**src/include/rv_cfg.svh**
```systemverilog
`ifndef RV_CFG_SVH
`define RV_CFG_SVH

// ----------------------------------------------------------------------
// core widths, fixed by RV64I
// ----------------------------------------------------------------------

`define RV_XLEN   64  // data and pc width
`define RV_ILEN   32  // instruction width
`define RV_NREGS  32  // architectural registers incl. x0

`endif

```
**src/design/rv_isa_pkg.sv**
```systemverilog
`default_nettype none

`include "rv_cfg.svh"

package rv_isa_pkg;

    typedef logic [`RV_ILEN-1:0] inst_t;
    typedef logic [4:0]          reg_idx_t;

    localparam int unsigned SHAMT_W = $clog2(`RV_XLEN);  // 6 bits for rv64

    // major opcodes handled by the decoder
    typedef enum logic [6:0] {
        OPC_LUI      = 7'b0110111,
        OPC_AUIPC    = 7'b0010111,
        OPC_JAL      = 7'b1101111,
        OPC_JALR     = 7'b1100111,
        OPC_BRANCH   = 7'b1100011,
        OPC_OP_IMM   = 7'b0010011,
        OPC_OP       = 7'b0110011,
        OPC_OP_IMM_W = 7'b0011011,
        OPC_OP_W     = 7'b0111011
    } opcode_e;

    typedef enum logic [4:0] {
        ALU_ADD, ALU_SUB, ALU_AND, ALU_OR, ALU_XOR,
        ALU_SLL, ALU_SRL, ALU_SRA, ALU_SLT, ALU_SLTU,
        ALU_ADDW, ALU_SUBW, ALU_SLLW, ALU_SRLW, ALU_SRAW,
        ALU_BEQ, ALU_BNE, ALU_BLT, ALU_BGE, ALU_BLTU, ALU_BGEU  // branch compares
    } alu_op_e;

    typedef enum logic [2:0] {
        IMM_NONE,
        IMM_I,
        IMM_S,
        IMM_B,
        IMM_U,
        IMM_J
    } imm_kind_e;

endpackage

`default_nettype wire

```
**src/design/rv_pipe_pkg.sv**
```systemverilog
`default_nettype none

`include "rv_cfg.svh"

package rv_pipe_pkg;

    import rv_isa_pkg::*;

    typedef logic [`RV_XLEN-1:0] xlen_t;

    // ----------------------------------------------------------------------
    // stage buses
    // ----------------------------------------------------------------------

    typedef struct packed {
        inst_t inst;
        xlen_t pc;
    } fetch_bus_t;

    typedef struct packed {
        alu_op_e  alu_op;
        logic     a_is_pc;    // operand a from pc
        logic     a_is_zero;  // operand a forced to 0 (lui)
        logic     b_is_imm;
        logic     reg_wen;
        logic     link;       // result is pc+4
        logic     is_branch;
        logic     is_jalr;
        logic     illegal;
        reg_idx_t rd;
        xlen_t    imm;
        xlen_t    src1;
        xlen_t    src2;
        xlen_t    pc;
    } dec_bus_t;

    typedef struct packed {
        logic     wen;
        reg_idx_t waddr;
        xlen_t    wdata;
    } wb_bus_t;

    // one record per retired instruction
    typedef struct packed {
        xlen_t    pc;
        reg_idx_t rd;
        xlen_t    wdata;
        logic     wen;
        logic     br_taken;
        xlen_t    br_target;
        logic     illegal;
    } res_bus_t;

endpackage

`default_nettype wire

```
**src/design/inst_fetch_buf.sv**
```systemverilog
`timescale 1ns/1ps
`default_nettype none

module inst_fetch_buf
    import rv_isa_pkg::*;
    import rv_pipe_pkg::*;
(
    input  wire logic       clk,
    input  wire logic       rst,
    input  wire logic       in_valid_i,
    input  wire inst_t      inst_i,
    input  wire xlen_t      pc_i,
    output logic            in_allowin_o,
    input  wire logic       ds_allowin_i,
    output logic            fs_valid_o,
    output fetch_bus_t      fs_bus_o
);

    logic       fs_valid;
    logic       fs_allowin;
    fetch_bus_t fs_bus_r;  // payload, no reset

    // nothing to wait for here, so ready_go is always high
    assign fs_allowin = !fs_valid || ds_allowin_i;

    always_ff @(posedge clk) begin
        if (rst) begin
            fs_valid <= 1'b0;
        end else if (fs_allowin) begin
            fs_valid <= in_valid_i;
        end
        if (in_valid_i && fs_allowin) begin
            fs_bus_r <= '{inst: inst_i, pc: pc_i};
        end
    end

    assign in_allowin_o = fs_allowin;
    assign fs_valid_o   = fs_valid;
    assign fs_bus_o     = fs_bus_r;

endmodule

`default_nettype wire

```
**config.mk**
```make
export PLATFORM = sky130hd
export DESIGN_NAME = inst_fetch_buf
export DESIGN_NICKNAME = d
export VERILOG_FILES = /design/src/design/rv_isa_pkg.sv /design/src/design/rv_pipe_pkg.sv /design/src/design/inst_fetch_buf.sv
export VERILOG_INCLUDE_DIRS = /design/src /design/src/include
export SDC_FILE = /design/constraint.sdc
export NUM_CORES = 1
export LEC_CHECK = 0
export BUFFER_PORTS_ARGS = -buffer_cell sky130_fd_sc_hd__buf_4
export CAP_MARGIN = 25
export CORE_ASPECT_RATIO = 1.25
export CORE_MARGIN = 2
export CORE_UTILIZATION = 34
export CTS_CLUSTER_DIAMETER = 30
export DETAILED_ROUTE_END_ITERATION = 8
export GPL_ROUTABILITY_DRIVEN = 0
export PLACE_DENSITY = 0.67
export SLEW_MARGIN = 0
export SYNTH_ARGS = -nofsm -noshare
export SYNTH_HDL_FRONTEND = slang
export SYNTH_SLANG_ARGS = --single-unit
export TNS_END_PERCENT = 50
```
**constraint.sdc**
```tcl
create_clock -name clk -period 1.8 [get_ports clk]
set_input_delay 0.36 -clock clk [delete_from_list [all_inputs] [get_ports clk]]
set_output_delay 0.36 -clock clk [all_outputs]
set_load 0.03 [all_outputs]
```
Yosys cells after proc, flatten, opt, wreduce, memory -nomap -nowiden:

Index checks and enable logic that the tools add are counted.

* output and inout port bits: 98
* register bits: 97

* reduce and logical (&&, ||, !) cells: 3

Operators with widths (count)
* $logic_and 1x1->1: 1
* $logic_not 1->1: 1
* $logic_or 1x1->1: 1

Longest topological paths before layout:

* depth after elaboration: 3
* depth in mapped cells: 2
* depth with buffers taken out: 2

Least setup slack after synthesis:

Ideal clock, no wire load.

* kind: reg2reg
* from: reg fs_valid (netlist: fs_valid_o)
* to: reg fs_bus_r (netlist bit fs_bus_o[0]) (enable)
* arrival time: 1.379 ns
* data required time: 1.412 ns
* clock period less this slack: 1.766 ns
* stages on the path, launching flop included: 3
* setup slack: 0.034 ns
* library setup time: 0.388 ns
* path through: dfxtp_1 > nand2b_4 > and2_4

* cells in the longest elaborated chain, start to end: 3

RTL lines
* from (decl): line inst_fetch_buf.sv:19 `logic fs_valid;`
* from (signal assigned): line inst_fetch_buf.sv:30 `fs_valid <= in_valid_i;`
* $logic_not 1->1: line inst_fetch_buf.sv:24 `assign fs_allowin = !fs_valid || ds_allowin_i;`
* $logic_or 1x1->1: line inst_fetch_buf.sv:24
* named net in_allowin_o: line inst_fetch_buf.sv:13 `output logic in_allowin_o,`
* $logic_and 1x1->1: line inst_fetch_buf.sv:32 `if (in_valid_i && fs_allowin) begin`
* to (signal assigned): line inst_fetch_buf.sv:33 `fs_bus_r <= '{inst: inst_i, pc: pc_i};`
* to (decl): line inst_fetch_buf.sv:21 `fetch_bus_t fs_bus_r;`

The timed path passes the listed nets, and every way through them passes these cells.
A chain may end at the register's enable or synchronous reset.

Final worst setup path:

* from: reg fs_valid (netlist: fs_valid_o)
* to: reg fs_bus_r (netlist bit fs_bus_o[63]) (enable)

* cells in the longest elaborated chain, start to end: 3

RTL lines (line)
* $logic_not 1->1: inst_fetch_buf.sv:24
* $logic_or 1x1->1: inst_fetch_buf.sv:24
* $logic_and 1x1->1: inst_fetch_buf.sv:32

Every way passes these cells.

==> impl_metrics.yaml <==
outcome:
  status: "complete, no violations"
clock_network:
  clk_path_buf_depth: 2
  clkSinkCount: 97
  cts_buffers: 9
  h-tree-depth: 3
  path_clk_slew_ns: 0.08
  root_buffer: "clkbuf_8"
  cts_tree: "built"
  cts_setup_buffers: 0
  insertion_delay_ns: 0.34
  hold_buffers: 0
  postCtsResizedCells: 0
synth:
  synth_seq_area_share_pct: 98.8
  synth_fp_nets: 201
  yosys_warnings: 0
  synth_largest_area_cell: "edfxtp_1"
  synth_top_area_share_pct: 98.1
  synth_seq_cells: 97
  ys_types: 6
  synth_area_sq_um: 2940
  syn_inst: 101
  synthTopCellsByArea: "edfxtp_1 (98%), dfxtp_1 (0.68%), nand2b_4 (0.47%)"
  avgSynthCellArea_sq_um: 29.1
worst_setup_path:
  endpoint: "fs_bus_o[63]"
  worstPathArrival_ns: 1.37
  startpoint: "fs_valid_o"
  reg2reg_to: "fs_bus_o[63]"
  required_ns: 1.83
  start_kind: "flip-flop"
  criticalPathCategory: "reg -> reg"
  cp-end-kind: "flip-flop"
  reg2reg_depth: 3
  reg2reg_slack_ns: 0.46
  worst_r2r_startpoint: "fs_valid_o"
  worstPathMaxFanout: 44
pwr:
  leakage_nw: 2.00
  p_total_mw: 4.51
  vdd_ir_drop_max_v: 0.000532
  powerDensity_nw_per_um2: 953
sta:
  holdWs_ns: 0.161
  hold_violations: 0
  tns_ns: 0
  slew_headroom_pct: 84.1
  fin_crit_sh_pct: 74.4
  fin_ws_ns: 0.461
  maxSlewViolCount: 0
  setup_viol: 0
  layout_min_cycle_time_ns: 1.34
  fmax_mhz: 747
  rsz0062_at_grt: "no"
  skew_ns: 0.00432
  worst_slew_pin_slew_ns: 0.239
global_routing:
  first_global_vias: 1875
  grt_use_total_pct: 13.5
  grt_pass1_wl_microns: 9150
  antenna_found_initial: 0
  grt_max_degree: 45
  grt-ovfl-total: 0
routing:
  vias: 1787
  wl_microns: 6660
  wl_per_cell_microns: 16.1
  viasPerCell: 4.33
  drc: 0
  antenna_left: 0
  drtIter0Drc: 66
  dr.pass1.iters: 4
die:
  ios: 198
  die_x_microns: 87.1
  num_rows: 37
  initial_core_util_pct: 35.3
  core_area_sq_um: 8330
  die_h_microns: 108
  fp.dieArea_sq_um: 9400
layout:
  drive_gt1_share_pct: 67.7
  layout_commonest_cell: "buf_4"
  layout_common_cells: "buf_4 (197), edfxtp_1 (96), clkbuf_8 (9)"
  num-nets-final: 411
  diodes: 0
  area_growth_pct: 61.1
  final_util_pct: 56.8
placement:
  dp_slack_ns: 0.317
  io_buffer_count: 197
  dp.final_hpwl_microns: 5170
job:
  cap_violations: 0
min_path:
  min_path_type: "in -> reg"
## flip-flops by register name, indices dropped and copies added (netlist names)
signal	cells
fs_valid_o	1
fs_bus_o	96
## synthesized netlist by cell type (all sizes together)
cell,count
nand2b,1
a21oi,1
and2,1
edfxtp,96
inv,1
dfxtp,1
## worst max-delay path, cell delays in order, from the launching register on
cell	delay, ns
dfxtp_1	0.35
nand2b_4	0.09
and2_4	0.29
buf_12	0.27
## through the flow
| stage | std cells | cell area, sq um |
|---|---|---|
| floorplan | 101 | 2940 |
| global placement | 397 | 4580 |
| detailed placement | 397 | 4580 |
| CTS | 413 | 4730 |
| global route | 413 | 4730 |
| finish | 413 | 4730 |
## logic make-up (layout without fill, tap and decap cells)
family                 count (synthesis)  count (layout)  synth area share [%]
AOI/OAI and AO/OA                      1               1                 0.298
buffers and inverters                  1             216                 0.128
DFF                                   97              97                  98.8
and+or+nand+nor                        2               2                 0.767
## final cells by class
type,instances,area (sq um)
flip-flops and latches,97,2900
repair buffers,199,1520
multi-input cells,3,31.3
inverters,1,3.75
clock inverters,5,22.5
fillers,696,3600
well taps,97,121
clock buffers,11,131
## routing by layer
metal  up-vias  part of all wire [%]  track usage (%)
met5         -                     0                0
met4         0                   1.7             5.38
met3         9                    13             8.74
met2       110                    52             22.5
met1       844                    33             13.1
li1        824                     -                -
## where the power goes
group          switching [mW]  internal [mW]
Combinational           0.391          0.300
Clock                   0.660          0.487
Sequential             0.0352           2.64
Total                    1.09           3.42
## worst min-delay path by stage
stage,start,endpoint,slack [ns],depth (start not counted)
2_1_floorplan,rst,fs_valid_o,0.42,1
3_3_place_gp,fs_valid_o,fs_valid_o,0.49,2
3_5_place_dp,fs_valid_o,fs_valid_o,0.51,2
4_1_cts,rst,fs_valid_o,0.13,2
5_1_grt,rst,fs_valid_o,0.13,2
6_report,rst,fs_valid_o,0.16,2
(Power assumes the default switching activity.)
