--- src/include/rv_cfg.svh ---
`ifndef RV_CFG_SVH
`define RV_CFG_SVH

// ----------------------------------------------------------------------
// core widths, fixed by RV64I
// ----------------------------------------------------------------------

`define RV_XLEN   64  // data and pc width
`define RV_ILEN   32  // instruction width
`define RV_NREGS  32  // architectural registers incl. x0

`endif

--- src/design/rv_isa_pkg.sv ---
`default_nettype none

`include "rv_cfg.svh"

package rv_isa_pkg;

    typedef logic [`RV_ILEN-1:0] inst_t;
    typedef logic [4:0]          reg_idx_t;

    localparam int unsigned SHAMT_W = $clog2(`RV_XLEN);  // 6 bits for rv64

    // major opcodes handled by the decoder
    typedef enum logic [6:0] {
        OPC_LUI      = 7'b0110111,
        OPC_AUIPC    = 7'b0010111,
        OPC_JAL      = 7'b1101111,
        OPC_JALR     = 7'b1100111,
        OPC_BRANCH   = 7'b1100011,
        OPC_OP_IMM   = 7'b0010011,
        OPC_OP       = 7'b0110011,
        OPC_OP_IMM_W = 7'b0011011,
        OPC_OP_W     = 7'b0111011
    } opcode_e;

    typedef enum logic [4:0] {
        ALU_ADD, ALU_SUB, ALU_AND, ALU_OR, ALU_XOR,
        ALU_SLL, ALU_SRL, ALU_SRA, ALU_SLT, ALU_SLTU,
        ALU_ADDW, ALU_SUBW, ALU_SLLW, ALU_SRLW, ALU_SRAW,
        ALU_BEQ, ALU_BNE, ALU_BLT, ALU_BGE, ALU_BLTU, ALU_BGEU  // branch compares
    } alu_op_e;

    typedef enum logic [2:0] {
        IMM_NONE,
        IMM_I,
        IMM_S,
        IMM_B,
        IMM_U,
        IMM_J
    } imm_kind_e;

endpackage

`default_nettype wire

--- src/design/rv_pipe_pkg.sv ---
`default_nettype none

`include "rv_cfg.svh"

package rv_pipe_pkg;

    import rv_isa_pkg::*;

    typedef logic [`RV_XLEN-1:0] xlen_t;

    // ----------------------------------------------------------------------
    // stage buses
    // ----------------------------------------------------------------------

    typedef struct packed {
        inst_t inst;
        xlen_t pc;
    } fetch_bus_t;

    typedef struct packed {
        alu_op_e  alu_op;
        logic     a_is_pc;    // operand a from pc
        logic     a_is_zero;  // operand a forced to 0 (lui)
        logic     b_is_imm;
        logic     reg_wen;
        logic     link;       // result is pc+4
        logic     is_branch;
        logic     is_jalr;
        logic     illegal;
        reg_idx_t rd;
        xlen_t    imm;
        xlen_t    src1;
        xlen_t    src2;
        xlen_t    pc;
    } dec_bus_t;

    typedef struct packed {
        logic     wen;
        reg_idx_t waddr;
        xlen_t    wdata;
    } wb_bus_t;

    // one record per retired instruction
    typedef struct packed {
        xlen_t    pc;
        reg_idx_t rd;
        xlen_t    wdata;
        logic     wen;
        logic     br_taken;
        xlen_t    br_target;
        logic     illegal;
    } res_bus_t;

endpackage

`default_nettype wire

--- src/design/inst_decode.sv ---
`timescale 1ns/1ps
`default_nettype none

module inst_decode
    import rv_isa_pkg::*;
    import rv_pipe_pkg::*;
(
    input  wire logic       clk,
    input  wire logic       rst,
    input  wire logic       fs_valid_i,
    input  wire fetch_bus_t fs_bus_i,
    output logic            ds_allowin_o,
    input  wire logic       es_allowin_i,
    output logic            ds_valid_o,
    output dec_bus_t        ds_bus_o,
    output reg_idx_t        raddr1_o,
    output reg_idx_t        raddr2_o,
    input  wire xlen_t      rdata1_i,
    input  wire xlen_t      rdata2_i,
    input  wire logic       es_valid_i,
    input  wire logic       es_reg_wen_i,
    input  wire reg_idx_t   es_rd_i
);

    logic       ds_valid;
    logic       ds_ready_go;
    fetch_bus_t ds_fb;

    always_ff @(posedge clk) begin
        if (rst) begin
            ds_valid <= 1'b0;
        end else if (ds_allowin_o) begin
            ds_valid <= fs_valid_i;
        end
        if (fs_valid_i && ds_allowin_o) begin
            ds_fb <= fs_bus_i;
        end
    end

    // ----------------------------------------------------------------------
    // field split and immediates
    // ----------------------------------------------------------------------

    inst_t     inst;
    opcode_e   opcode;
    logic [2:0] funct3;
    logic [6:0] funct7;
    reg_idx_t  rs1, rs2;
    imm_kind_e imm_kind;
    xlen_t     imm;
    logic      use_rs1, use_rs2;
    dec_bus_t  dec;

    assign inst   = ds_fb.inst;
    assign opcode = opcode_e'(inst[6:0]);
    assign funct3 = inst[14:12];
    assign funct7 = inst[31:25];
    assign rs1    = inst[19:15];
    assign rs2    = inst[24:20];

    always_comb begin
        case (imm_kind)
            IMM_I:   imm = xlen_t'($signed(inst[31:20]));
            IMM_S:   imm = xlen_t'($signed({inst[31:25], inst[11:7]}));
            IMM_B:   imm = xlen_t'($signed({inst[31], inst[7], inst[30:25], inst[11:8], 1'b0}));
            IMM_U:   imm = xlen_t'($signed({inst[31:12], 12'b0}));
            IMM_J:   imm = xlen_t'($signed({inst[31], inst[19:12], inst[20], inst[30:21], 1'b0}));
            default: imm = '0;  // r-type
        endcase
    end

    // ----------------------------------------------------------------------
    // control decode
    // ----------------------------------------------------------------------

    always_comb begin
        dec      = '0;
        imm_kind = IMM_NONE;
        use_rs1  = 1'b0;
        use_rs2  = 1'b0;
        case (opcode)
            OPC_LUI: begin
                imm_kind      = IMM_U;
                dec.a_is_zero = 1'b1;
                dec.b_is_imm  = 1'b1;
                dec.reg_wen   = 1'b1;
            end
            OPC_AUIPC, OPC_JAL: begin
                imm_kind     = (opcode == OPC_JAL) ? IMM_J : IMM_U;
                dec.a_is_pc  = 1'b1;
                dec.b_is_imm = 1'b1;
                dec.reg_wen  = 1'b1;
                dec.link     = (opcode == OPC_JAL);  // target from the alu sum
            end
            OPC_JALR: begin
                imm_kind     = IMM_I;
                use_rs1      = 1'b1;
                dec.b_is_imm = 1'b1;
                dec.reg_wen  = 1'b1;
                dec.link     = 1'b1;
                dec.is_jalr  = 1'b1;
                dec.illegal  = (funct3 != 3'b000);
            end
            OPC_BRANCH: begin
                imm_kind      = IMM_B;
                use_rs1       = 1'b1;
                use_rs2       = 1'b1;
                dec.is_branch = 1'b1;
                case (funct3)
                    3'b000:  dec.alu_op = ALU_BEQ;
                    3'b001:  dec.alu_op = ALU_BNE;
                    3'b100:  dec.alu_op = ALU_BLT;
                    3'b101:  dec.alu_op = ALU_BGE;
                    3'b110:  dec.alu_op = ALU_BLTU;
                    3'b111:  dec.alu_op = ALU_BGEU;
                    default: dec.illegal = 1'b1;
                endcase
            end
            OPC_OP_IMM: begin
                imm_kind     = IMM_I;
                use_rs1      = 1'b1;
                dec.b_is_imm = 1'b1;
                dec.reg_wen  = 1'b1;
                case (funct3)
                    3'b000:  dec.alu_op = ALU_ADD;
                    3'b100:  dec.alu_op = ALU_XOR;
                    3'b111:  dec.alu_op = ALU_AND;
                    3'b011:  dec.alu_op = ALU_SLTU;
                    3'b001: begin
                        dec.alu_op  = ALU_SLL;
                        dec.illegal = (inst[31:26] != 6'b000000);
                    end
                    3'b101: begin
                        dec.alu_op  = inst[30] ? ALU_SRA : ALU_SRL;
                        dec.illegal = ({inst[31], inst[29:26]} != 5'b00000);
                    end
                    default: dec.illegal = 1'b1;  // slti, ori not in the set
                endcase
            end
            OPC_OP: begin
                use_rs1     = 1'b1;
                use_rs2     = 1'b1;
                dec.reg_wen = 1'b1;
                case ({funct7, funct3})
                    10'b0000000_000: dec.alu_op = ALU_ADD;
                    10'b0100000_000: dec.alu_op = ALU_SUB;
                    10'b0000000_111: dec.alu_op = ALU_AND;
                    10'b0000000_110: dec.alu_op = ALU_OR;
                    10'b0000000_010: dec.alu_op = ALU_SLT;
                    10'b0000000_011: dec.alu_op = ALU_SLTU;
                    default:         dec.illegal = 1'b1;
                endcase
            end
            OPC_OP_IMM_W: begin
                imm_kind     = IMM_I;
                use_rs1      = 1'b1;
                dec.b_is_imm = 1'b1;
                dec.reg_wen  = 1'b1;
                dec.alu_op   = ALU_ADDW;
                dec.illegal  = (funct3 != 3'b000);  // addiw only
            end
            OPC_OP_W: begin
                use_rs1     = 1'b1;
                use_rs2     = 1'b1;
                dec.reg_wen = 1'b1;
                case ({funct7, funct3})
                    10'b0000000_000: dec.alu_op = ALU_ADDW;
                    10'b0100000_000: dec.alu_op = ALU_SUBW;
                    default:         dec.illegal = 1'b1;
                endcase
            end
            default: dec.illegal = 1'b1;
        endcase
        // an illegal word writes nothing and waits on nothing
        if (dec.illegal) begin
            dec.reg_wen = 1'b0;
            use_rs1     = 1'b0;
            use_rs2     = 1'b0;
        end
        dec.rd   = inst[11:7];
        dec.imm  = imm;
        dec.src1 = rdata1_i;
        dec.src2 = rdata2_i;
        dec.pc   = ds_fb.pc;
    end

    // ----------------------------------------------------------------------
    // raw hazard against execute, no bypass
    // ----------------------------------------------------------------------

    logic raw_hazard;

    assign raw_hazard = es_valid_i && es_reg_wen_i && (es_rd_i != '0) &&
                        ((use_rs1 && rs1 == es_rd_i) || (use_rs2 && rs2 == es_rd_i));

    assign ds_ready_go  = !raw_hazard;
    assign ds_allowin_o = !ds_valid || (ds_ready_go && es_allowin_i);
    assign ds_valid_o   = ds_valid && ds_ready_go;
    assign ds_bus_o     = dec;
    assign raddr1_o     = rs1;  // combinational read
    assign raddr2_o     = rs2;

endmodule

`default_nettype wire

--- config.mk ---
export PLATFORM = sky130hd
export DESIGN_NAME = inst_decode
export DESIGN_NICKNAME = d
export VERILOG_FILES = /design/src/design/rv_isa_pkg.sv /design/src/design/rv_pipe_pkg.sv /design/src/design/inst_decode.sv
export VERILOG_INCLUDE_DIRS = /design/src /design/src/include
export SDC_FILE = /design/constraint.sdc
export NUM_CORES = 1
export LEC_CHECK = 0
export BUFFER_PORTS_ARGS = -buffer_cell sky130_fd_sc_hd__buf_2
export CAP_MARGIN = 20
export CORE_AREA = 10 10 196 198
export DETAILED_ROUTE_END_ITERATION = 7
export DIE_AREA = 0 0 206 208
export PLACE_DENSITY = 0.49
export SYNTH_ARGS = -nofsm -noshare
export SYNTH_HDL_FRONTEND = slang
export SYNTH_SLANG_ARGS = --single-unit
--- constraint.sdc ---
create_clock -name clk -period 7.9 [get_ports clk]
set_input_delay 1.58 -clock clk [delete_from_list [all_inputs] [get_ports clk]]
set_output_delay 1.58 -clock clk [all_outputs]
set_load 0.005 [all_outputs]
## Word level (Yosys, flattened, before mapping)

Index checks and enable logic that the tools add are counted.

| cells by class | value |
|---|---|
| eq/ne operators | 27 |
| multiplexer cells | 26 |
| reduce and logical (&&, ||, !) cells | 30 |

Operators with widths:

| cell | count |
|---|---|
| $pmux W64 S5 | 1 |
| $pmux W4 S5 | 2 |
| $pmux W5 S6 | 1 |
| $pmux W5 S5 | 1 |
| $reduce_or A6 Y1 | 4 |
| $eq A7 B5 Y1 const B | 3 |
| $eq A7 B6 Y1 const B | 3 |
| $eq A7 B7 Y1 const B | 3 |
| $eq A10 B2 Y1 const B | 2 |
| $eq A10 B3 Y1 const B | 2 |
| $eq A3 B3 Y1 const B | 6 |
| $mux W1 | 16 |
| $pmux W3 S4 | 1 |
| $eq A10 B9 Y1 const B | 1 |
| $eq A5 B5 Y1 | 2 |
| $logic_not A10 Y1 | 1 |
| $reduce_bool A5 Y1 | 2 |
| $eq A3 B2 Y1 const B | 3 |
| $reduce_or A3 Y1 | 3 |
| $logic_and A1 B1 Y1 | 8 |
| $pmux W4 S2 | 1 |
| $reduce_or A8 Y1 | 1 |
| $eq A3 B1 Y1 const B | 2 |
| $pmux W1 S6 | 1 |
| other kinds (9) | 13 |

| storage, ports and cells | value |
|---|---|
| flip-flop bits (word level) | 97 |
| bits of input ports | 235 |
| output and inout bits | 286 |
| word-level logic and storage cells | 86 |

## Longest topological paths before layout

Gate-level depths: netlist of run 1.

| depth | value |
|---|---|
| depth after elaboration | 12 |
| mapped depth | 8 |
| mapped depth without buffers | 6 |

## Worst setup path before layout of run 1

Ideal clock, no wire load.

| path | value |
|---|---|
| kind | input port to flip-flop |
| from | input port es_rd_i[1] |
| to | register ds_fb, in the netlist ds_bus_o[0] (enable) |
| arrival time | 7.071 ns |
| setup slack | 0.244 ns |
| stages on the path | 4 |
| buffers on the path | 0 |
| cells stage by stage | or4_1 o211ai_1 a211oi_2 o22ai_1 |

| between the ends | value |
|---|---|
| longest elaborated chain between the ends | 8 |
| elaborated cells on any way between the ends | 12 |
| classes of those cells | eq/ne (2); reduce/logical (10) |

RTL lines:

| element | line | RTL |
|---|---|---|
| start: declaration | inst_decode.sv:22 | `input wire reg_idx_t es_rd_i` |
| $eq A5 B5 Y1 | inst_decode.sv:194 | `((use_rs1 && rs1 == es_rd_i) \|\| (use_rs2 && rs2 == es_rd_i));` |
| $logic_and A1 B1 Y1 | inst_decode.sv:194 |  |
| $logic_or A1 B1 Y1 | inst_decode.sv:194 |  |
| $logic_and A1 B1 Y1 (*) | inst_decode.sv:193 | `assign raw_hazard = es_valid_i && es_reg_wen_i && (es_rd_i != '0) &&` |
| $logic_not A1 Y1 (*) | inst_decode.sv:196 | `assign ds_ready_go = !raw_hazard;` |
| $logic_and A1 B1 Y1 (*) | inst_decode.sv:197 | `assign ds_allowin_o = !ds_valid \|\| (ds_ready_go && es_allowin_i);` |
| $logic_or A1 B1 Y1 (*) | inst_decode.sv:197 |  |
| $logic_and A1 B1 Y1 (*) | inst_decode.sv:35 | `if (fs_valid_i && ds_allowin_o) begin` |
| end signal: assignment | inst_decode.sv:36 | `ds_fb <= fs_bus_i;` |
| end: declaration | inst_decode.sv:27 | `fetch_bus_t ds_fb;` |

Mark *: on every way between the ends. The rest lies on a longest branch, timed or not.
A chain may end at the register's enable or synchronous reset.

==> results of run 1 <==
## sequential cells by signal, indices dropped and copies added, names as in the netlist
signal and flops:
ds_bus_o 64, ds_valid 1, inst 32
## routing by layer
| metal | wire (um) | GRT usage, % | vias up |
|---|---|---|---|
| met2 | 12800 | 19.9 | 389 |
| li1 | - | - | 1497 |
| met4 | 709 | 4.06 | 4 |
| met1 | 6800 | 8.54 | 1574 |
| met5 | 20 | 0 | - |
| met3 | 5960 | 11.1 | 43 |
## worst min path at each step
stage	from	to	slack (ns)	cells after the start
5_1_grt	ds_valid$_SDFFE_PP0P_	ds_valid$_SDFFE_PP0P_	0.70	3
6_report	ds_valid$_SDFFE_PP0P_	ds_valid$_SDFFE_PP0P_	0.63	3
2_1_floorplan	ds_valid$_SDFFE_PP0P_	ds_valid$_SDFFE_PP0P_	0.57	3
4_1_cts	ds_valid$_SDFFE_PP0P_	ds_valid$_SDFFE_PP0P_	0.64	3
3_3_place_gp	ds_valid$_SDFFE_PP0P_	ds_valid$_SDFFE_PP0P_	0.62	3
3_5_place_dp	ds_valid$_SDFFE_PP0P_	ds_valid$_SDFFE_PP0P_	0.63	3
## layout by cell type, fill, tap and decap left out, types with 3 or more instances in the layout
| master | Yosys | final |
|---|---|---|
| a21oi_1 | 6 | 6 |
| a21o_1 | 18 | 18 |
| and2_1 | 7 | 7 |
| nor3_1 | 7 | 7 |
| o21ai_0 | 7 | 7 |
| inv_1 | 4 | 4 |
| buf_4 | 175 | 3 |
| buf_2 | 4 | 264 |
| nor2b_1 | 4 | 4 |
| nand2_1 | 3 | 3 |
| xnor2_1 | 6 | 6 |
| o211ai_1 | 3 | 3 |
| or3_1 | 4 | 4 |
| edfxtp_1 | 96 | 96 |
| clkbuf_16 | 0 | 9 |
| nor2_1 | 11 | 11 |
| nand3_1 | 6 | 6 |
| xor2_1 | 5 | 5 |
| a22o_1 | 5 | 5 |
## synthesized netlist by cell type (2+ instances only)
master / instances / area share [%]
edfxtp_1: 96 / 55
a22o_1: 5 / 0.84
o31a_1: 2 / 0.34
nor2_1: 11 / 0.79
and3b_1: 2 / 0.34
a21oi_1: 6 / 0.58
mux2i_1: 2 / 0.38
o22ai_1: 2 / 0.24
nand4b_1: 2 / 0.34
clkbuf_1: 6 / 0.43
nand2_1: 3 / 0.22
nor3_1: 7 / 0.67
nor3b_1: 2 / 0.29
buf_2: 4 / 0.38
o21ai_0: 7 / 0.67
nor2b_1: 4 / 0.48
and2_1: 7 / 0.84
and3_1: 2 / 0.24
xor2_1: 5 / 0.84
o211ai_1: 3 / 0.43
o21a_1: 2 / 0.29
nand3_1: 6 / 0.58
a21o_1: 18 / 2.6
inv_1: 4 / 0.29
or3_1: 4 / 0.48
buf_4: 175 / 25
nor4b_1: 2 / 0.34
xnor2_1: 6 / 1.0
nand2b_1: 2 / 0.24
## final cells by class
type | instances | area share (%)
diodes | 1 | 0.0410
clock buffers | 10 | 3.75
clock inverters | 6 | 1.04
inverters | 4 | 0.246
multi-input cells | 135 | 15.6
flip-flops and latches | 97 | 47.5
well taps | 455 | 9.32
repair buffers | 268 | 22.5
## power groups by stage
stage	registers (W)	clock network, W	logic, W
floorplan	0.000648	0	0.000111
global placement	0.000651	0	0.000136
detailed placement	0.000652	0	0.000135
CTS	0.000641	0.000462	0.000135
global route	0.000645	0.000477	0.000146
finish	0.000640	0.000440	0.000131
## metrics by stage
stage          power, W  instances  cell area (um2)  worst slack (ns)  hold WS (ns)
3_3_place_gp   0.000787        958             5780              3.06         0.621
4_1_cts         0.00124        974             6080              2.52         0.638
6_report        0.00121        976             6110              2.75         0.633
5_1_grt         0.00127        976             6110              2.40         0.696
2_1_floorplan  0.000759        421             5210             0.244         0.565
3_5_place_dp   0.000786        958             5780              2.94         0.628
## cells by family (layout without fill, tap and decap cells)
family	Yosys count	in the layout	synth area share, %
compound gates	56	56	7.83
buf+inv	189	288	26.3
xor+xnor	11	11	1.85
flops	97	97	55.7
mux	3	3	0.601
other cells	0	1	0
simple gates	65	65	7.66
## tightest hold or removal path: cells and delay by family, from the launching register on
family / cells / cell delay [ns]
DFF: 1 / 0.35
and+or+nand+nor: 2 / 0.15
AOI/OAI and AO/OA: 1 / 0.09
==> summary.md, run 1 <==
| Metric | Value |
|---|---|
| Portion of total power attributed to sequential cells | `52.8%` |
| Number of cells on the worst reg-to-reg path | `8` |
| Fraction of power consumed by combinational cells | `10.8%` |
| Share of flip-flops with an asynchronous set or reset after synthesis | `0%` |
| Arrival @ worst endpoint | `3.57 ns` |
| Core Area | `34400 um2` |
| Clock root buffer master | `clkbuf_16` |
| Critical path destination | `ds_bus_o[206]` |
| Period utilization | `65.1%` |
| Layout Utilization | `17.8%` |
| Hold Crit Class | `reg2reg` |
| Initial cell density of the core | `15.2%` |
| Actual slew at the worst max-slew pin | `0.919 ns` |
| Number of antenna violations at the first check in global routing | `4` |
| Fill cell count | `3849` |
| DRT Pass-1 Iters | `4` |
| Design internal power | `0.000920 W` |
| Clock share of power | `36.4%` |
| Net switching power of the design | `0.000291 W` |
| Die outline area | `42800 um2` |
| Fraction of final layout cells sized beyond drive strength 1 | `56.5%` |
| Number of I/O pins | `521` |
| Hold violation total from the final report | `0` |
| Maximum fanout encountered on the critical timing path | `12` |
| Final worst path period need | `5.15 ns` |
| Area taken by multi-input logic gates | `953 um2` |
| Total number of yosys warnings | `0` |
| Element type at the critical path start | `flip-flop` |
| Post-detailed-routing wire length | `26300 um` |
| Worst flop-to-flop path startpoint | `inst[13]$_DFFE_PP_` |
| Slack of the worst reg-to-reg path | `4.29 ns` |
| Number of nets in the final layout | `750` |
| Tightest slew margin relative to the limit | `38.5%` |
| Cell with the largest stage delay on the worst path | `nor2_2` |
| Reg-to-reg critical path endpoint | `inst[1]$_DFFE_PP_` |
| Logic depth of the worst setup path including buffers | `7` |
| Routability Congestion | `0.738` |
| Resize count post-CTS | `0` |
| Number of maximum-capacitance violations | `0` |
| Number of nets with antenna violations after detailed routing | `0` |
| Sequential share of the synthesized area | `55.7%` |
| Via density per instance | `3.59` |
| Delay-heaviest family, CP | `simple AND/OR/NAND/NOR gates` |
| Post-detailed-route DRC marker count | `0` |
| Number of buffers created by CTS | `9` |
| Area Growth Syn to Fin | `17.2%` |
| Power density over cell area | `198 nW/um2` |
| Predominant post-synthesis flop cell | `edfxtp_1` |
| Slew Limit Fails | `0` |
| Pleak | `2.75 nW` |
| Result of the run | `finished, final reports clean` |
| Placement row count | `68` |
| Overall via count from detail_route | `3507` |
| Buffer count from post-CTS setup fixing | `0` |
| Count of endpoints failing setup in the final report | `0` |
| Worst vdd ir | `0.164 mV` |
| Ordered list of cells on the worst path | `nand4bb_1, nor2_2, a31o_2, and2_1, and2b_1, a21o_1, buf_2` |
| CTS tree | `built` |
| Startpoint of the worst setup timing path | `inst[3]$_DFFE_PP_` |
| Largest net degree at the start of global routing | `66` |
| Data required time at the worst endpoint | `6.32 ns` |
| Register cell area after layout | `2900 um2` |
| Crit path capture type | `primary output` |
| Kind of critical path | `reg2out` |
| Count of buffer and inverter cells on the critical path | `1` |
| Via count of the first global-routing pass | `3777` |
| Post-synthesis sequential element count | `97` |
| Synthesized netlist net count | `656` |
| Clock Pin Slew Worst Setup and Hold Paths | `0.07 ns` |
| Total number of clock tree sinks | `97` |
| All-layer global routing usage | `11.5%` |
| Routed wirelength normalized by instance count | `26.9 um` |
| Estimated wirelength of the detail-placed design | `23300 um` |
| Switching portion of total power | `24.0%` |
| Accumulated negative setup slack | `0 ns` |
| Instance count of the mapped netlist | `421` |
| Post-synthesis cell area | `5210 um2` |
| Die width | `206 um` |
| Post-synth cell types | `53` |
| Largest stage delay on the critical path | `0.62 ns` |
| Htree depth | `3` |
| CTS hold repair buffers | `0` |
| Upper clock frequency limit | `194 MHz` |
| Buffers added on ports | `264` |
| RSZ-0062 raised after global routing | `false` |
| Initial DRC count | `214` |
| Setup clock skew after layout | `0.00860 ns` |
| EDFF count, synth | `96` |
| Global-route wire length before repair | `33800 um` |
| Vertical die dimension | `208 um` |
| Worst-Skew Late Latency | `0.36 ns` |
| Syn avg cell area | `12.4 um2` |
| Final global-route overflow total | `0` |
| Deepest clock path buffer count | `2` |
No activity file was read; power rests on OpenSTA's default activity.
==> run 2: changes to the inputs <==
- ABC_AREA: default -> 1
- CORE_AREA: 10 10 196 198 -> 10 10 194 196
- DIE_AREA: 0 0 206 208 -> 0 0 204 206
- PLACE_DENSITY: 0.49 -> 0.48
- clock period: 7.9 -> 4.91 ns (I/O delays scaled with it)
==> run 2 against run 1 <==
Die area shrank 1.9%. Power grew 57%. Via count grew 4.1%. First-iteration DRC count shrank 19%. Synthesized area grew 0.31%. Worst setup slack lost 1.7 ns. Cell area grew 0.61%. Routed wire length shrank 3.4%. Combinational power grew 40%. Highest routed layer unchanged.
==> summary.md, run 2 <==
| Metric | Value |
|---|---|
| Start point of the worst min-delay path | `ds_valid$_SDFFE_PP0P_` |
| Clock share of power | `38.0%` |
| Ranking of synthesized cells by instance count | `buf_4 (175), edfxtp_1 (96), nand2_1 (73), inv_1 (36), nor2_1 (26)` |
| Total non-filler cell area in the finished layout | `6140 um2` |
| Slack of the worst reg-to-reg path | `2.00 ns` |
| Most common cell in the netlist | `buf_4` |
| Number of maximum-capacitance violations | `0` |
| Largest net degree at the start of global routing | `58` |
| Fraction of final layout cells sized beyond drive strength 1 | `52.1%` |
| Number of nets with antenna violations after detailed routing | `0` |
| Synthesized netlist net count | `722` |
| Hold Crit Depth | `2` |
| Number of buffers created by CTS | `9` |
| Cell type contributing the most total cell area after synthesis | `edfxtp_1` |
| Element type at the critical path start | `flip-flop` |
| Period utilization | `78.2%` |
| Estimated wirelength of the detail-placed design | `22800 um` |
| DRT Pass-1 Iters | `4` |
| Pleak | `2.88 nW` |
| Initial cell density of the core | `15.4%` |
| Actual slew at the worst max-slew pin | `0.990 ns` |
| Flip-flop count of the largest register, all copies and words added | `64` |
| Syn avg cell area | `10.7 um2` |
| Clock Pin Slew Worst Setup and Hold Paths | `0.07 ns` |
| Kind of critical path | `reg2out` |
| Commonest cells after routing, fill and taps aside | `buf_2 (264), edfxtp_1 (96), nand2_1 (73)` |
| Vertical die dimension | `206 um` |
| Place WS | `1.29 ns` |
| Post-synth cell types | `34` |
| Final global-route overflow total | `0` |
| Switching portion of total power | `23.7%` |
| Sequential share of the synthesized area | `55.6%` |
| Post-detailed-routing wire length | `25400 um` |
| Worst flop-to-flop path startpoint | `inst[1]$_DFFE_PP_` |
| Final worst path period need | `3.84 ns` |
| CTS hold repair buffers | `0` |
| Leading cell type in the layout, fill and taps excluded | `buf_2` |
| Number of cells on the worst reg-to-reg path | `11` |
| EDFF count, synth | `96` |
| Die outline area | `42000 um2` |
| Clock root buffer master | `clkbuf_16` |
| All-layer global routing usage | `11.5%` |
| Net switching power of the design | `0.000450 W` |
| Global-route wire length before repair | `33200 um` |
| Share of flip-flops with an asynchronous set or reset after synthesis | `0%` |
| Setup WS post-layout | `1.07 ns` |
| Number of antenna violations at the first check in global routing | `5` |
| Main area contributors after synthesis | `edfxtp_1 (55%), buf_4 (25%), nand2_1 (5.2%), inv_1 (2.6%), o21ai_0 (2.3%)` |
| Buffers added on ports | `264` |
| Reg-to-reg critical path endpoint | `inst[30]$_DFFE_PP_` |
| Placement row count | `68` |
| Placed standard-cell area | `5840 um2` |
| Deepest clock path buffer count | `2` |
| Buffer count from post-CTS setup fixing | `0` |
| Post-synthesis cell area | `5230 um2` |
| Via count of the first global-routing pass | `4059` |
| Number of I/O pins | `521` |
| Power density over cell area | `309 nW/um2` |
| Resize count post-CTS | `0` |
| Fill cell count | `3800` |
| Post-detailed-route DRC marker count | `0` |
| Endpoint with the worst hold slack | `ds_valid$_SDFFE_PP0P_` |
| Maximum fanout encountered on the critical timing path | `33` |
| Initial DRC count | `173` |
| Hold Crit Class | `reg2reg` |
| Upper clock frequency limit | `261 MHz` |
| Tightest slew margin relative to the limit | `33.5%` |
| Worst-Skew Late Latency | `0.35 ns` |
| Total number of yosys warnings | `0` |
| Crit path capture type | `primary output` |
| Design internal power | `0.00145 W` |
| Routability Congestion | `0.791` |
| Slew Limit Fails | `0` |
| Portion of total power attributed to sequential cells | `52.3%` |
| Setup clock skew after layout | `0.00598 ns` |
| Total number of clock tree sinks | `97` |
| Htree depth | `3` |
| Arrival @ worst endpoint | `2.86 ns` |
| RSZ-0062 raised after global routing | `false` |
| Core Area | `33900 um2` |
| Via density per instance | `3.48` |
| Worst vdd ir | `0.236 mV` |
| Hold violation total from the final report | `0` |
| Post-synthesis sequential element count | `97` |
| Result of the run | `finished, final reports clean` |
| Count of endpoints failing setup in the final report | `0` |
| Fraction of power consumed by combinational cells | `9.7%` |
| Area Growth Syn to Fin | `17.6%` |
| Number of nets in the final layout | `823` |
| Predominant post-synthesis flop cell | `edfxtp_1` |
| Instance count of the mapped netlist | `487` |
| Accumulated negative setup slack | `0 ns` |
| Overall via count from detail_route | `3652` |
| Die width | `204 um` |
| Data required time at the worst endpoint | `3.93 ns` |
| Routed wirelength normalized by instance count | `24.2 um` |
| CTS tree | `built` |
| Portion of synthesized cell area occupied by the leading cell type | `55.2%` |
## run 2: changes by cell type after synthesis, moves of 7 or more
cell / delta
and2_1: -7
a21o_1: -18
o21ai_0: +17
nand2_1: +70
nor3_1: -7
nand2_2: +7
inv_1: +32
nor2_1: +15
## run 2: cell type report
type                    count  area (um2)  share of cell area [%]
flip-flops and latches     97        2900                    47.2
repair buffers            268        1360                    22.2
multi-input cells         172         853                    13.9
well taps                 455         569                    9.26
clock buffers               9         225                    3.67
inverters                  40         150                    2.44
clock inverters             7        77.6                    1.26
diodes                      1        2.50                  0.0407
## run 2: how the worst max path moves through the flow
stage | start | to | slack [ns] | cells after the start
global route | inst[2]$_DFFE_PP_ | ds_bus_o[245] | 0.76 | 8
global placement | inst[1]$_DFFE_PP_ | ds_bus_o[223] | 1.41 | 7
finish | inst[1]$_DFFE_PP_ | ds_bus_o[243] | 1.07 | 7
floorplan | es_rd_i[3] | ds_bus_o[0]$_DFFE_PP_ | 0.11 | 11
CTS | inst[1]$_DFFE_PP_ | ds_bus_o[223] | 0.90 | 7
detailed placement | inst[1]$_DFFE_PP_ | ds_bus_o[223] | 1.29 | 7
## run 2: power groups by stage
stage	clock network (W)	logic [W]	registers [W]
detailed placement	0	0.000192	0.00101
CTS	0.000752	0.000192	0.000996
floorplan	0	0.000160	0.00101
finish	0.000722	0.000184	0.000994
global route	0.000776	0.000211	0.00100
global placement	0	0.000193	0.00101
## run 2: cells by family (layout without fill, tap and decap cells)
kind of cell,count (synthesis),in the layout,share of synthesized area [%]
other,0,1,0
buffers and inverters,218,324,28.4
XOR/XNOR,2,2,0.335
flip-flops,97,97,55.6
AO/OA/AOI/OAI,44,44,4.93
AND/OR/NAND/NOR,126,126,10.8
## run 2: metrics by stage
step | cells | total power [W] | util, % | hold WS [ns]
final | 1049 | 0.00190 | 18.1 | 0.524
after detailed placement | 1032 | 0.00121 | 17.2 | 0.515
after global placement | 1032 | 0.00121 | 17.2 | 0.515
after floorplan | 487 | 0.00117 | - | 0.486
after global routing | 1049 | 0.00199 | 18.1 | 0.561
after CTS | 1048 | 0.00194 | 18.1 | 0.530
## run 2: layer usage
layer  vias up  share of wire [%]  global-route usage, %  routed length [um]
met5         -               0.25                      0                  63
met4         8                2.3                   4.36                 592
met3        45                 20                   10.1                5150
met2       387                 51                   20.3               12900
met1      1587                 27                   8.68                6750
li1       1625                  -                      -                   -
## run 2: worst max-delay path, stage by stage (launching register included)
cell      delay, ns
edfxtp_1       0.36
nand2_1        0.15
nor2_2         0.09
nand2_2        0.14
clkinv_1       0.38
o21ai_2        0.68
o21ai_2        0.44
buf_2          0.26
==> run 3: changes to the inputs <==
- clock period: 4.91 -> 3.9 ns (I/O delays scaled with it)
==> run 3 against run 2 <==
Via count rose by 0.55%. Largest cell class unchanged. Non-clock buffer count rose by 7. Cell count rose by 0.57%. First-iteration DRC count rose by 29%. Die area did not move. Cell area rose by 1.6%. Clock-buffer cell count did not move. Global-route usage rose by 0.15 points. Sequential power rose by 26%. Sequential share of layout area fell by 0.73 points. Utilization rose by 0.28 points. Clock power rose by 30%.
==> summary.md, run 3 (synthesis results as in run 2) <==
| Metric | Value |
|---|---|
| Hold Crit Class | `reg2reg` |
| Via density per instance | `3.48` |
| Final-layout worst hold slack | `0.534 ns` |
| Initial cell density of the core | `15.4%` |
| Fraction of final layout cells sized beyond drive strength 1 | `52.8%` |
| Final worst path period need | `3.38 ns` |
| Worst flop-to-flop path startpoint | `inst[1]$_DFFE_PP_` |
| Endpoint with the worst hold slack | `ds_valid$_SDFFE_PP0P_` |
| CTS hold repair buffers | `0` |
| Worst vdd ir | `0.295 mV` |
| Period utilization | `86.6%` |
| Total Power | `0.00244 W` |
| Result of the run | `finished, final reports clean` |
| Post-detailed-route DRC marker count | `0` |
| Global-route wire length before repair | `33700 um` |
| Tightest slew margin relative to the limit | `34.5%` |
| Number of nets in the final layout | `830` |
| Htree depth | `3` |
| Number of cells on the worst reg-to-reg path | `11` |
| Element type at the critical path start | `flip-flop` |
| Actual slew at the worst max-slew pin | `0.976 ns` |
| Via count of the first global-routing pass | `4110` |
| Worst-Skew Late Latency | `0.35 ns` |
| Resize count post-CTS | `0` |
| Initial DRC count | `223` |
| Upper clock frequency limit | `296 MHz` |
| Final global-route overflow total | `0` |
| Data required time at the worst endpoint | `3.12 ns` |
| Slew Limit Fails | `0` |
| Estimated wirelength of the detail-placed design | `23100 um` |
| Kind of critical path | `reg2out` |
| All-layer global routing usage | `11.6%` |
| Maximum fanout encountered on the critical timing path | `11` |
| Number of maximum-capacitance violations | `0` |
| Routability Congestion | `0.768` |
| Buffers added on ports | `264` |
| Fill cell count | `3781` |
| Die outline area | `42000 um2` |
| Number of antenna violations at the first check in global routing | `3` |
| Count of endpoints failing setup in the final report | `0` |
| Total number of clock tree sinks | `97` |
| Number of placed instances, taps included | `1039` |
| Leading cell type in the layout, fill and taps excluded | `buf_2` |
| Clock Pin Slew Worst Setup and Hold Paths | `0.07 ns` |
| Number of nets with antenna violations after detailed routing | `0` |
| Pleak | `2.93 nW` |
| RSZ-0062 raised after global routing | `false` |
| Final standard cell count with taps included and fillers excluded | `1055` |
| Post-detailed-routing wire length | `25800 um` |
| Reg-to-reg critical path endpoint | `ds_bus_o[38]$_DFFE_PP_` |
| Diodes inserted | `0` |
| Overall via count from detail_route | `3672` |
| Power density over cell area | `390 nW/um2` |
| Hold violation total from the final report | `0` |
| Core Area | `33900 um2` |
| Number of buffers created by CTS | `9` |
| CTS tree | `built` |
| Flip-flop count of the largest register, all copies and words added | `64` |
| Area Growth Syn to Fin | `19.4%` |
| Vertical die dimension | `206 um` |
| Clock root buffer master | `clkbuf_16` |
| Routed wirelength normalized by instance count | `24.4 um` |
| Buffer count from post-CTS setup fixing | `0` |
| Crit path capture type | `primary output` |
| Die width | `204 um` |
| Slack of the worst reg-to-reg path | `1.05 ns` |
| Deepest clock path buffer count | `2` |
| Accumulated negative setup slack | `0 ns` |
| Commonest cells after routing, fill and taps aside | `buf_2 (264), edfxtp_1 (96), nand2_1 (73)` |
| Placement row count | `68` |
| DRT Pass-1 Iters | `4` |
| Hold Crit Depth | `2` |
| Setup clock skew after layout | `0.00877 ns` |
| Number of I/O pins | `521` |
| Start point of the worst min-delay path | `ds_valid$_SDFFE_PP0P_` |
| Largest net degree at the start of global routing | `34` |
| Arrival @ worst endpoint | `2.60 ns` |
## run 3: per-stage QoR
stage	instance area [um2]	utilization (%)	setup WS [ns]
final	6240	18.4	0.523
after global placement	5930	17.5	0.938
after floorplan	5240	-	0.0456
after CTS	6240	18.4	0.427
after detailed placement	5930	17.5	0.874
after global routing	6240	18.4	0.299
## run 3: power breakdown
part	leakage [nW]	switching, W	internal [W]	total [W]
Clock	0.155	0.000423	0.000512	0.000935
Combinational	1.84	0.000139	0.000112	0.000251
Sequential	0.937	0.0000314	0.00122	0.00125
Total	2.93	0.000593	0.00184	0.00244
## run 3: area by class of cell
class                      instances  area, um2  area share, %
clock inverter                     7       86.3           1.38
multi-input combinational        172        853           13.7
clock buffer                       9        225           3.61
inverter                          40        150           2.41
timing repair buffer             275       1450           23.3
sequential                        97       2900           46.5
tap                              455        569           9.12
## run 3: metal layers
metal | GRT usage (%) | part of all wire, %
met3 | 10.7 | 21
met5 | 0 | 0.089
met2 | 20.3 | 50
met4 | 3.86 | 2.5
met1 | 8.85 | 26
## run 3: critical path, cell delays in order, from the launching register on
cell and delay (ns):
edfxtp_1 0.36, nand2_1 0.16, nor2_1 0.09, nand2_1 0.11
nand2_1 0.11, nor3_4 0.40, o21ai_1 0.47, o21ai_0 0.36
buf_2 0.17
## run 3: worst max path at each step
stage          cells after the start              start  slack (ns)                     end
6_report                           8  inst[1]$_DFFE_PP_        0.52           ds_bus_o[216]
5_1_grt                            9  inst[2]$_DFFE_PP_        0.30           ds_bus_o[216]
4_1_cts                            8  inst[1]$_DFFE_PP_        0.43           ds_bus_o[216]
3_5_place_dp                      11  inst[1]$_DFFE_PP_        0.87  ds_bus_o[14]$_DFFE_PP_
3_3_place_gp                       9  inst[1]$_DFFE_PP_        0.94           ds_bus_o[244]
2_1_floorplan                      8  inst[6]$_DFFE_PP_        0.05           ds_bus_o[224]
